### src/hw/rs_pkg.sv
// Shared definitions for the reservation station cluster
// Widths, ALU op encoding, operand union, entry, issue and result structs
// ALU reference function shared by the ALU and the testbench model

package rs_pkg;

	// ==============================
	// Widths
	// ==============================
	localparam int TAG_W  = 6;
	localparam int DATA_W = 32;

	// ALU operations
	typedef enum logic [2:0] {
		ADD = 3'd0,
		SUB = 3'd1,
		AND = 3'd2,
		OR  = 3'd3,
		XOR = 3'd4,
		SLL = 3'd5
	} alu_op_t;

	// ==============================
	// Operand encoding
	// ==============================
	// Waiting view of an operand word, tag in the low bits
	typedef struct packed {
		logic [DATA_W-TAG_W-1:0] pad;
		logic [TAG_W-1:0]        tag;
	} operand_wait_t;

	// Same word read as a value or as the tag being waited for
	typedef union packed {
		logic [DATA_W-1:0] value;
		operand_wait_t     waiting;
	} operand_body_u;

	// Valid set means body holds the value, clear means body holds the tag
	typedef struct packed {
		logic          valid;
		operand_body_u body;
	} operand_t;

	// One station slot
	typedef struct packed {
		logic             busy;
		alu_op_t          op;
		logic [TAG_W-1:0] dst_tag;
		operand_t         src_a;
		operand_t         src_b;
	} rs_entry_t;

	// Issued op with both operands resolved
	typedef struct packed {
		alu_op_t           op;
		logic [TAG_W-1:0]  dst_tag;
		logic [DATA_W-1:0] a;
		logic [DATA_W-1:0] b;
	} issue_t;

	// Result broadcast
	typedef struct packed {
		logic              valid;
		logic [TAG_W-1:0]  tag;
		logic [DATA_W-1:0] value;
	} result_t;

	// ALU behaviour, shift amount from low 5 bits of b
	function automatic logic [DATA_W-1:0] alu_compute(
		input alu_op_t           op,
		input logic [DATA_W-1:0] a,
		input logic [DATA_W-1:0] b
	);
		logic [DATA_W-1:0] res;
		case (op)
			ADD:     res = a + b;
			SUB:     res = a - b;
			AND:     res = a & b;
			OR:      res = a | b;
			XOR:     res = a ^ b;
			SLL:     res = a << b[4:0];
			default: res = '0;
		endcase
		return res;
	endfunction

endpackage

### src/hw/operand_capture.sv
// Operand wakeup comparator
// Matches a waiting tag against every broadcast bus and captures the value
`timescale 1ns/1ps

module operand_capture #(
	parameter int NBYP = 2
) (
	input  rs_pkg::operand_t             oper_i,
	input  rs_pkg::result_t [NBYP-1:0]   bus_i,
	output rs_pkg::operand_t             oper_o
);
	import rs_pkg::*;

	// Tag view of the incoming word
	logic [TAG_W-1:0] want_tag;

	always_comb begin
		oper_o   = oper_i;
		want_tag = oper_i.body.waiting.tag;
		// Valid operands pass unchanged
		if (!oper_i.valid) begin
			for (int i = 0; i < NBYP; i++) begin
				// Only one bus should carry a given tag in a cycle
				if (bus_i[i].valid && (bus_i[i].tag == want_tag)) begin
					oper_o.valid      = 1'b1;
					oper_o.body.value = bus_i[i].value;
				end
			end
		end
	end

endmodule

### src/hw/ready_select.sv
// Issue picker
// Lowest index entry that is busy with both operands valid
`timescale 1ns/1ps

module ready_select #(
	parameter int NRSE = 4,
	localparam int SEL_W = $clog2(NRSE)
) (
	input  rs_pkg::rs_entry_t [NRSE-1:0] entries_i,
	output logic                         any_o,
	output logic [SEL_W-1:0]             sel_o
);

	logic [NRSE-1:0] ready;

	always_comb begin
		// Per entry ready flags
		for (int i = 0; i < NRSE; i++) begin
			ready[i] = entries_i[i].busy && entries_i[i].src_a.valid &&
				entries_i[i].src_b.valid;
		end

		// Priority encode, scan from the top so the lowest index wins
		any_o = 1'b0;
		sel_o = '0;
		for (int i = NRSE - 1; i >= 0; i--) begin
			if (ready[i]) begin
				any_o = 1'b1;
				sel_o = SEL_W'(i);
			end
		end

		// Picked slot must really be ready in the stored entries
		if (any_o) begin
			assert (entries_i[sel_o].busy && entries_i[sel_o].src_a.valid &&
				entries_i[sel_o].src_b.valid)
				else $error("ready_select picked entry %0d which is not ready", sel_o);
		end
	end

endmodule

### src/hw/reservation_station.sv
// Reservation station
// Entry storage, dispatch into the lowest free slot, operand wakeup
// Issue of the lowest ready slot into a registered issue port under stall
`timescale 1ns/1ps

module reservation_station #(
	parameter int NRSE = 4,
	parameter int NBYP = 2
) (
	input  logic                       clk,
	input  logic                       rst,
	input  logic                       disp_valid_i,
	input  rs_pkg::rs_entry_t          disp_entry_i,
	output logic                       disp_ready_o,
	input  rs_pkg::result_t [NBYP-1:0] bus_i,
	input  logic                       stall_i,
	output logic                       issue_valid_o,
	output rs_pkg::issue_t             issue_o
);
	import rs_pkg::*;

	localparam int SEL_W = $clog2(NRSE);

	rs_entry_t [NRSE-1:0] entries;
	operand_t  [NRSE-1:0] cap_a;
	operand_t  [NRSE-1:0] cap_b;
	operand_t             in_a;
	operand_t             in_b;
	rs_entry_t            disp_new;
	logic [NRSE-1:0]      busy_vec;
	logic [SEL_W-1:0]     free_idx;
	logic [SEL_W-1:0]     sel_idx;
	logic                 any_free;
	logic                 any_ready;
	logic                 disp_fire;
	logic                 issue_fire;

	// ==============================
	// Wakeup
	// ==============================
	// Two comparators per stored slot
	for (genvar g = 0; g < NRSE; g++) begin : g_slot
		operand_capture #(.NBYP(NBYP)) u_cap_a (
			.oper_i (entries[g].src_a),
			.bus_i  (bus_i),
			.oper_o (cap_a[g])
		);
		operand_capture #(.NBYP(NBYP)) u_cap_b (
			.oper_i (entries[g].src_b),
			.bus_i  (bus_i),
			.oper_o (cap_b[g])
		);
		assign busy_vec[g] = entries[g].busy;
	end

	// Incoming op also sees this cycle's broadcasts
	operand_capture #(.NBYP(NBYP)) u_in_a (
		.oper_i (disp_entry_i.src_a),
		.bus_i  (bus_i),
		.oper_o (in_a)
	);
	operand_capture #(.NBYP(NBYP)) u_in_b (
		.oper_i (disp_entry_i.src_b),
		.bus_i  (bus_i),
		.oper_o (in_b)
	);

	// ==============================
	// Select and allocate
	// ==============================
	ready_select #(.NRSE(NRSE)) u_sel (
		.entries_i (entries),
		.any_o     (any_ready),
		.sel_o     (sel_idx)
	);

	// Lowest free slot
	always_comb begin
		any_free = 1'b0;
		free_idx = '0;
		for (int i = NRSE - 1; i >= 0; i--) begin
			if (!busy_vec[i]) begin
				any_free = 1'b1;
				free_idx = SEL_W'(i);
			end
		end
	end

	assign disp_ready_o = any_free;
	assign disp_fire    = disp_valid_i && any_free;
	assign issue_fire   = any_ready && !stall_i;

	// Busy bit forced, operands already woken
	always_comb begin
		disp_new       = disp_entry_i;
		disp_new.busy  = 1'b1;
		disp_new.src_a = in_a;
		disp_new.src_b = in_b;
	end

	// ==============================
	// State update
	// ==============================
	always_ff @(posedge clk) begin
		if (rst) begin
			for (int i = 0; i < NRSE; i++) begin
				entries[i].busy <= 1'b0;
			end
			issue_valid_o <= 1'b0;
		end else begin
			// Wakeup keeps running during stall
			for (int i = 0; i < NRSE; i++) begin
				entries[i].src_a <= cap_a[i];
				entries[i].src_b <= cap_b[i];
			end
			// Free the issued slot
			if (issue_fire) begin
				entries[sel_idx].busy <= 1'b0;
			end
			// Free slot is never the issuing one, no conflict
			if (disp_fire) begin
				entries[free_idx] <= disp_new;
			end
			issue_valid_o <= issue_fire;
		end
	end

	// Issue payload
	always_ff @(posedge clk) begin
		if (issue_fire) begin
			issue_o.op      <= entries[sel_idx].op;
			issue_o.dst_tag <= entries[sel_idx].dst_tag;
			issue_o.a       <= entries[sel_idx].src_a.body.value;
			issue_o.b       <= entries[sel_idx].src_b.body.value;
		end
	end

	// ==============================
	// Assertions
	// ==============================
	// Every accepted dispatch fills a slot that was free
	a_no_disp_full: assert property (@(posedge clk) disable iff (rst)
		disp_fire |=> ($countones(busy_vec) ==
			$countones($past(busy_vec)) + 1 - int'($past(issue_fire))));

	// Issue came from an occupied slot
	a_issue_busy: assert property (@(posedge clk) disable iff (rst)
		issue_valid_o |-> $past(busy_vec[sel_idx]));

	// Nothing issues out of a stalled cycle
	a_stall_hold: assert property (@(posedge clk) disable iff (rst)
		issue_valid_o |-> !$past(stall_i));

endmodule

### src/hw/alu_unit.sv
// Single cycle integer ALU
// Registers the computed value with the destination tag of the issued op
`timescale 1ns/1ps

module alu_unit (
	input  logic            clk,
	input  logic            rst,
	input  logic            issue_valid_i,
	input  rs_pkg::issue_t  issue_i,
	output rs_pkg::result_t result_o
);
	import rs_pkg::*;

	logic              valid_q;
	logic [TAG_W-1:0]  tag_q;
	logic [DATA_W-1:0] value_q;

	// Valid follows issue by one edge
	always_ff @(posedge clk) begin
		if (rst) begin
			valid_q <= 1'b0;
		end else begin
			valid_q <= issue_valid_i;
		end
	end

	// Result word and tag, loaded only on issue
	always_ff @(posedge clk) begin
		if (issue_valid_i) begin
			tag_q   <= issue_i.dst_tag;
			value_q <= alu_compute(issue_i.op, issue_i.a, issue_i.b);
		end
	end

	assign result_o.valid = valid_q;
	assign result_o.tag   = tag_q;
	assign result_o.value = value_q;

	// Every result traces back to an issue
	a_result_src: assert property (@(posedge clk) disable iff (rst)
		result_o.valid |-> $past(issue_valid_i));

endmodule

### src/hw/rs_cluster_top.sv
// Issue cluster top
// Reservation station feeding one ALU, ALU result looped back as a broadcast
`timescale 1ns/1ps

module rs_cluster_top #(
	parameter int NRSE = 4
) (
	input  logic              clk,
	input  logic              rst,
	input  logic              disp_valid_i,
	input  rs_pkg::rs_entry_t disp_entry_i,
	output logic              disp_ready_o,
	input  rs_pkg::result_t   wb_i,
	input  logic              stall_i,
	output rs_pkg::result_t   result_o
);
	import rs_pkg::*;

	// ALU at index 0, external writeback at index 1
	localparam int NBYP = 2;

	result_t [NBYP-1:0] bcast;
	result_t            alu_result;
	issue_t             issue_q;
	logic               issue_valid;

	assign bcast[0] = alu_result;
	assign bcast[1] = wb_i;
	assign result_o = alu_result;

	reservation_station #(.NRSE(NRSE), .NBYP(NBYP)) u_rs (
		.clk           (clk),
		.rst           (rst),
		.disp_valid_i  (disp_valid_i),
		.disp_entry_i  (disp_entry_i),
		.disp_ready_o  (disp_ready_o),
		.bus_i         (bcast),
		.stall_i       (stall_i),
		.issue_valid_o (issue_valid),
		.issue_o       (issue_q)
	);

	alu_unit u_alu (
		.clk           (clk),
		.rst           (rst),
		.issue_valid_i (issue_valid),
		.issue_i       (issue_q),
		.result_o      (alu_result)
	);

endmodule

### config.mk
export PLATFORM = sky130hd
export DESIGN_NAME = rs_cluster_top
export DESIGN_NICKNAME = d
export VERILOG_FILES = /design/src/hw/rs_pkg.sv /design/src/hw/operand_capture.sv /design/src/hw/ready_select.sv /design/src/hw/reservation_station.sv /design/src/hw/alu_unit.sv /design/src/hw/rs_cluster_top.sv
export SDC_FILE = /design/constraint.sdc
export NUM_CORES = 2
export LEC_CHECK = 0
export BUFFER_PORTS_ARGS = -buffer_cell sky130_fd_sc_hd__buf_2
export CAP_MARGIN = 20
export CELL_PAD_IN_SITES_DETAIL_PLACEMENT = 1
export CELL_PAD_IN_SITES_GLOBAL_PLACEMENT = 2
export CORE_MARGIN = 2
export CORE_UTILIZATION = 30
export CTS_CLUSTER_DIAMETER = 120
export DETAILED_ROUTE_END_ITERATION = 8
export GPL_TIMING_DRIVEN = 0
export PLACE_DENSITY = 0.61
export SLEW_MARGIN = 5
export SYNTH_ARGS = -nofsm -noshare
export SYNTH_HDL_FRONTEND = slang
export SYNTH_SLANG_ARGS = --single-unit
### constraint.sdc
create_clock -name clk -period 18.1 [get_ports clk]
set_input_delay 0.905 -clock clk [delete_from_list [all_inputs] [get_ports clk]]
set_output_delay 0.905 -clock clk [all_outputs]
set_load 0.05 [all_outputs]
==> flow_summary_export.csv <==
group,metric,value,unit
floorplan,start_util,0.302,
logic_synthesis,synth.avg_cell_area,9.39,sq um
logic_synthesis,synthFlopType,"edfxtp_1",
setup_path,crit_slowest_cell,"clkbuf_1",
power,power_density,81.5,nW/um^2
logic_synthesis,syn_area,29600,sq um
sta,rsz0062_at_grt,"no",
setup_path,cp.required,18.46,ns
placed_design,portBuffers,116,
cts,cts.path.max_buffers,3,
logic_synthesis,synth_warnings,0,
setup_path,crit_family,"compound AO/OA/AOI/OAI gates",
sta,fin_crit_sh,0.371,
cells_and_area,area_growth,14.1,%
logic_synthesis,ys_top_cells_by_count,"edfxtp_1 (411), clkbuf_1 (307), nand2_1 (298), a21oi_1 (246), nor2_1 (228)",
setup_path,path_cells,"clkbuf_1 -> or2_2 -> clkbuf_1 -> nor2_1 -> clkbuf_1 -> a21oi_1 -> xnor2_1 -> ha_1 -> and4_1 -> o2111ai_1 -> a21oi_1 -> o21ai_0 -> a21oi_1 -> nand3_1 -> mux2i_1 -> a221o_1",
sta,worst_pin_slew,1.26,ns
floorplan,row_count,115,
logic_synthesis,synth_fp_nets,3370,
global_route,overflow,0,
global_route,grt_pass1_wl,229000,microns
logic_synthesis,yosysTopAreaCellShare,0.417,
logic_synthesis,ys_top_cells_by_area,"edfxtp_1 (42%), a22oi_1 (4.6%), a211oi_1 (4.3%)",
setup_path,crit_buf_inv,3,
global_route,grt_util_all_layers,0.313,
sta,period_needed,6.72,ns
cts,clk_pin_slew_worst_paths,0.06,ns
cts,cts_root_buffer,"clkbuf_16",
logic_synthesis,ys_ff_latch,417,
logic_synthesis,yosysSeqAreaShare,0.421,
setup_path,arrival,7.08,ns
logic_synthesis,synthDistinctLibCells,67,
setup_path,reg2regPathDepth,16,
sta,finalHoldViolCount,0,
power,ir_drop,0.0000690,V
setup_path,path_class,"reg -> reg",
drt,viasPerCell,6.32,
floorplan,dieArea,101000,sq um
sta,setup-violations-final,0,
cts,cts_resized,0,
sta,fin_skew,0.0364,ns
logic_synthesis,netlist_instances,3153,
drt,drc_errors,0,
setup_path,endpoint_kind,"flop",
power,leakagePower,11.4,nW
drt,wl,163000,microns
floorplan,die_x,318,microns
cts,cts_tree,"done",
drt,num_vias,29500,
placed_design,hpwl,124000,microns
logic_synthesis,async_flop_share,0,
global_route,grt_pass1_vias,29900,
sta,slew_violations,0,
setup_path,cp.depth,16,
setup_path,reg2reg_setup_slack,11.38,ns
placed_design,routabilityCongestion,0.939,
cts,cts.sinks,417,
job,maxCapViolations,0,
global_route,antenna_found_initial,7,
min_path,min_path_type,"reg -> reg",
global_route,grt_max_degree,110,
sta,fmax,149,MHz
status,status,"finished, final reports clean",
logic_synthesis,synth.most_common_cell,"edfxtp_1",
cells_and_area,final_nets,3556,
cells_and_area,final_layout_size_suffix_gt1_frac,0.0784,
setup_path,crit_path_max_fanout,10,
logic_synthesis,yosys.area.top_type,"edfxtp_1",
min_path,hold_depth,0,
cts,postCtsSetupBuffers,0,
cells_and_area,fillers,11300,
cts,cts.hold.buffers_added,0,
cts,numCtsBuffers,56,
floorplan,die-height,318,microns
logic_synthesis,synth_edf_count,411,
drt,drtPass1Iterations,9,
sta,final.setup.tns,0,ns
drt,wl_per_cell,35.0,microns
floorplan,coreArea,98100,sq um
setup_path,slowest_delay,0.68,ns
setup_path,start_kind,"flop",
sta,slew_headroom,0.152,
cells_and_area,layout.cells.non_filler,4670,
cts,htreeDepth,2,
drt,drt_iter0_markers,3453,
placed_design,placed_cells,4567,
cts,clkLatencyLatePin,0.66,ns
drt,ant_nets,0,
floorplan,ios,159,
[registers in the layout, indices dropped and copies added (netlist names)]
| register | flops |
|---|---|
| u_alu.tag_q | 6 |
| u_rs.entries | 300 |
| u_rs.issue_valid_o | 1 |
| u_rs.issue_o | 73 |
| u_rs.busy_vec | 4 |
| u_alu.value_q | 32 |
| u_alu.valid_q | 1 |
[layer usage]
metal / wire length [microns] / share of wire / GRT usage
met4: 6940 / 0.042 / 0.127
met2: 78000 / 0.48 / 0.527
met3: 11600 / 0.071 / 0.0522
met5: 0 / 0 / 0
met1: 66900 / 0.41 / 0.397
[cells in the final DEF, fill, tap and decap left out, types with 18 or more instances in the layout]
cell       synthesis  routed
edfxtp_1         411     411
clkbuf_1         307     323
nand2_1          298     298
a21oi_1          246     246
nor2_1           228     227
o21ai_0          183     183
a22oi_1          183     183
a211oi_1         168     168
o22a_1           139     139
buf_2              8     126
xnor2_1          102     102
ha_1              97      97
a222oi_1          87      87
inv_1             80      78
o22ai_1           71      71
o211ai_1          70      70
xor2_1            68      68
clkbuf_16          0      57
and2_1            43      43
nand4_1           30      30
buf_1             29      29
mux2i_1           29      29
o221ai_1          26      26
nand3_1           23      23
mux4_2            21      21
a21o_1            19      19
nor3_1            18      18
nor4_1            22      18
[per-stage QoR]
step / hold slack (ns) / setup WS [ns] / utilization / area, sq um / power, W
2_1_floorplan: 0.400 / 11.31 / - / 29600 / 0.00144
3_3_place_gp: 0.403 / 7.65 / 0.324 / 31800 / 0.00163
3_5_place_dp: 0.406 / 11.42 / 0.326 / 32000 / 0.00163
4_1_cts: 0.401 / 11.40 / 0.344 / 33800 / 0.00276
5_1_grt: 0.418 / 11.19 / 0.344 / 33800 / 0.00284
6_report: 0.415 / 11.38 / 0.344 / 33800 / 0.00275
[report_power, final]
part | total (W) | internal, W | switching (W)
Sequential | 0.00119 | 0.00114 | 0.0000541
Clock | 0.00113 | 0.000658 | 0.000471
Combinational | 0.000430 | 0.000133 | 0.000298
Total | 0.00275 | 0.00193 | 0.000823
[kinds of logic after synthesis]
family | after synthesis | share of synthesized area
flops | 417 | 0.421
compound gates | 1256 | 0.295
mux | 52 | 0.0265
simple gates | 728 | 0.110
fa+ha+maj | 98 | 0.0416
buf+inv | 432 | 0.0558
xor+xnor | 170 | 0.0503
[layout make-up]
class,instances,area (sq um),area share
multi-input combinational,2304,15500,0.460
sequential,417,12500,0.369
tap,1287,1610,0.0477
clock buffer,73,1490,0.0440
buffer,350,1350,0.0398
timing repair buffer,128,729,0.0216
inverter,82,318,0.00941
clock inverter,28,289,0.00855
antenna,1,2.50,0.0000741
[worst paths after layout]
check / from / endpoint
worst max-delay path: u_rs.issue_o[71]$_DFFE_PP_ / u_alu.value_q[27]$_SDFFCE_PN0P_
worst min-delay path: u_rs.issue_o[65]$_DFFE_PP_ / u_alu.tag_q[1]$_DFFE_PP_
worst max register to register: u_rs.issue_o[71]$_DFFE_PP_ / u_alu.value_q[27]$_SDFFCE_PN0P_
worst min register to register: u_rs.issue_o[65]$_DFFE_PP_ / u_alu.tag_q[1]$_DFFE_PP_
Power figures use the tool's default switching activity.
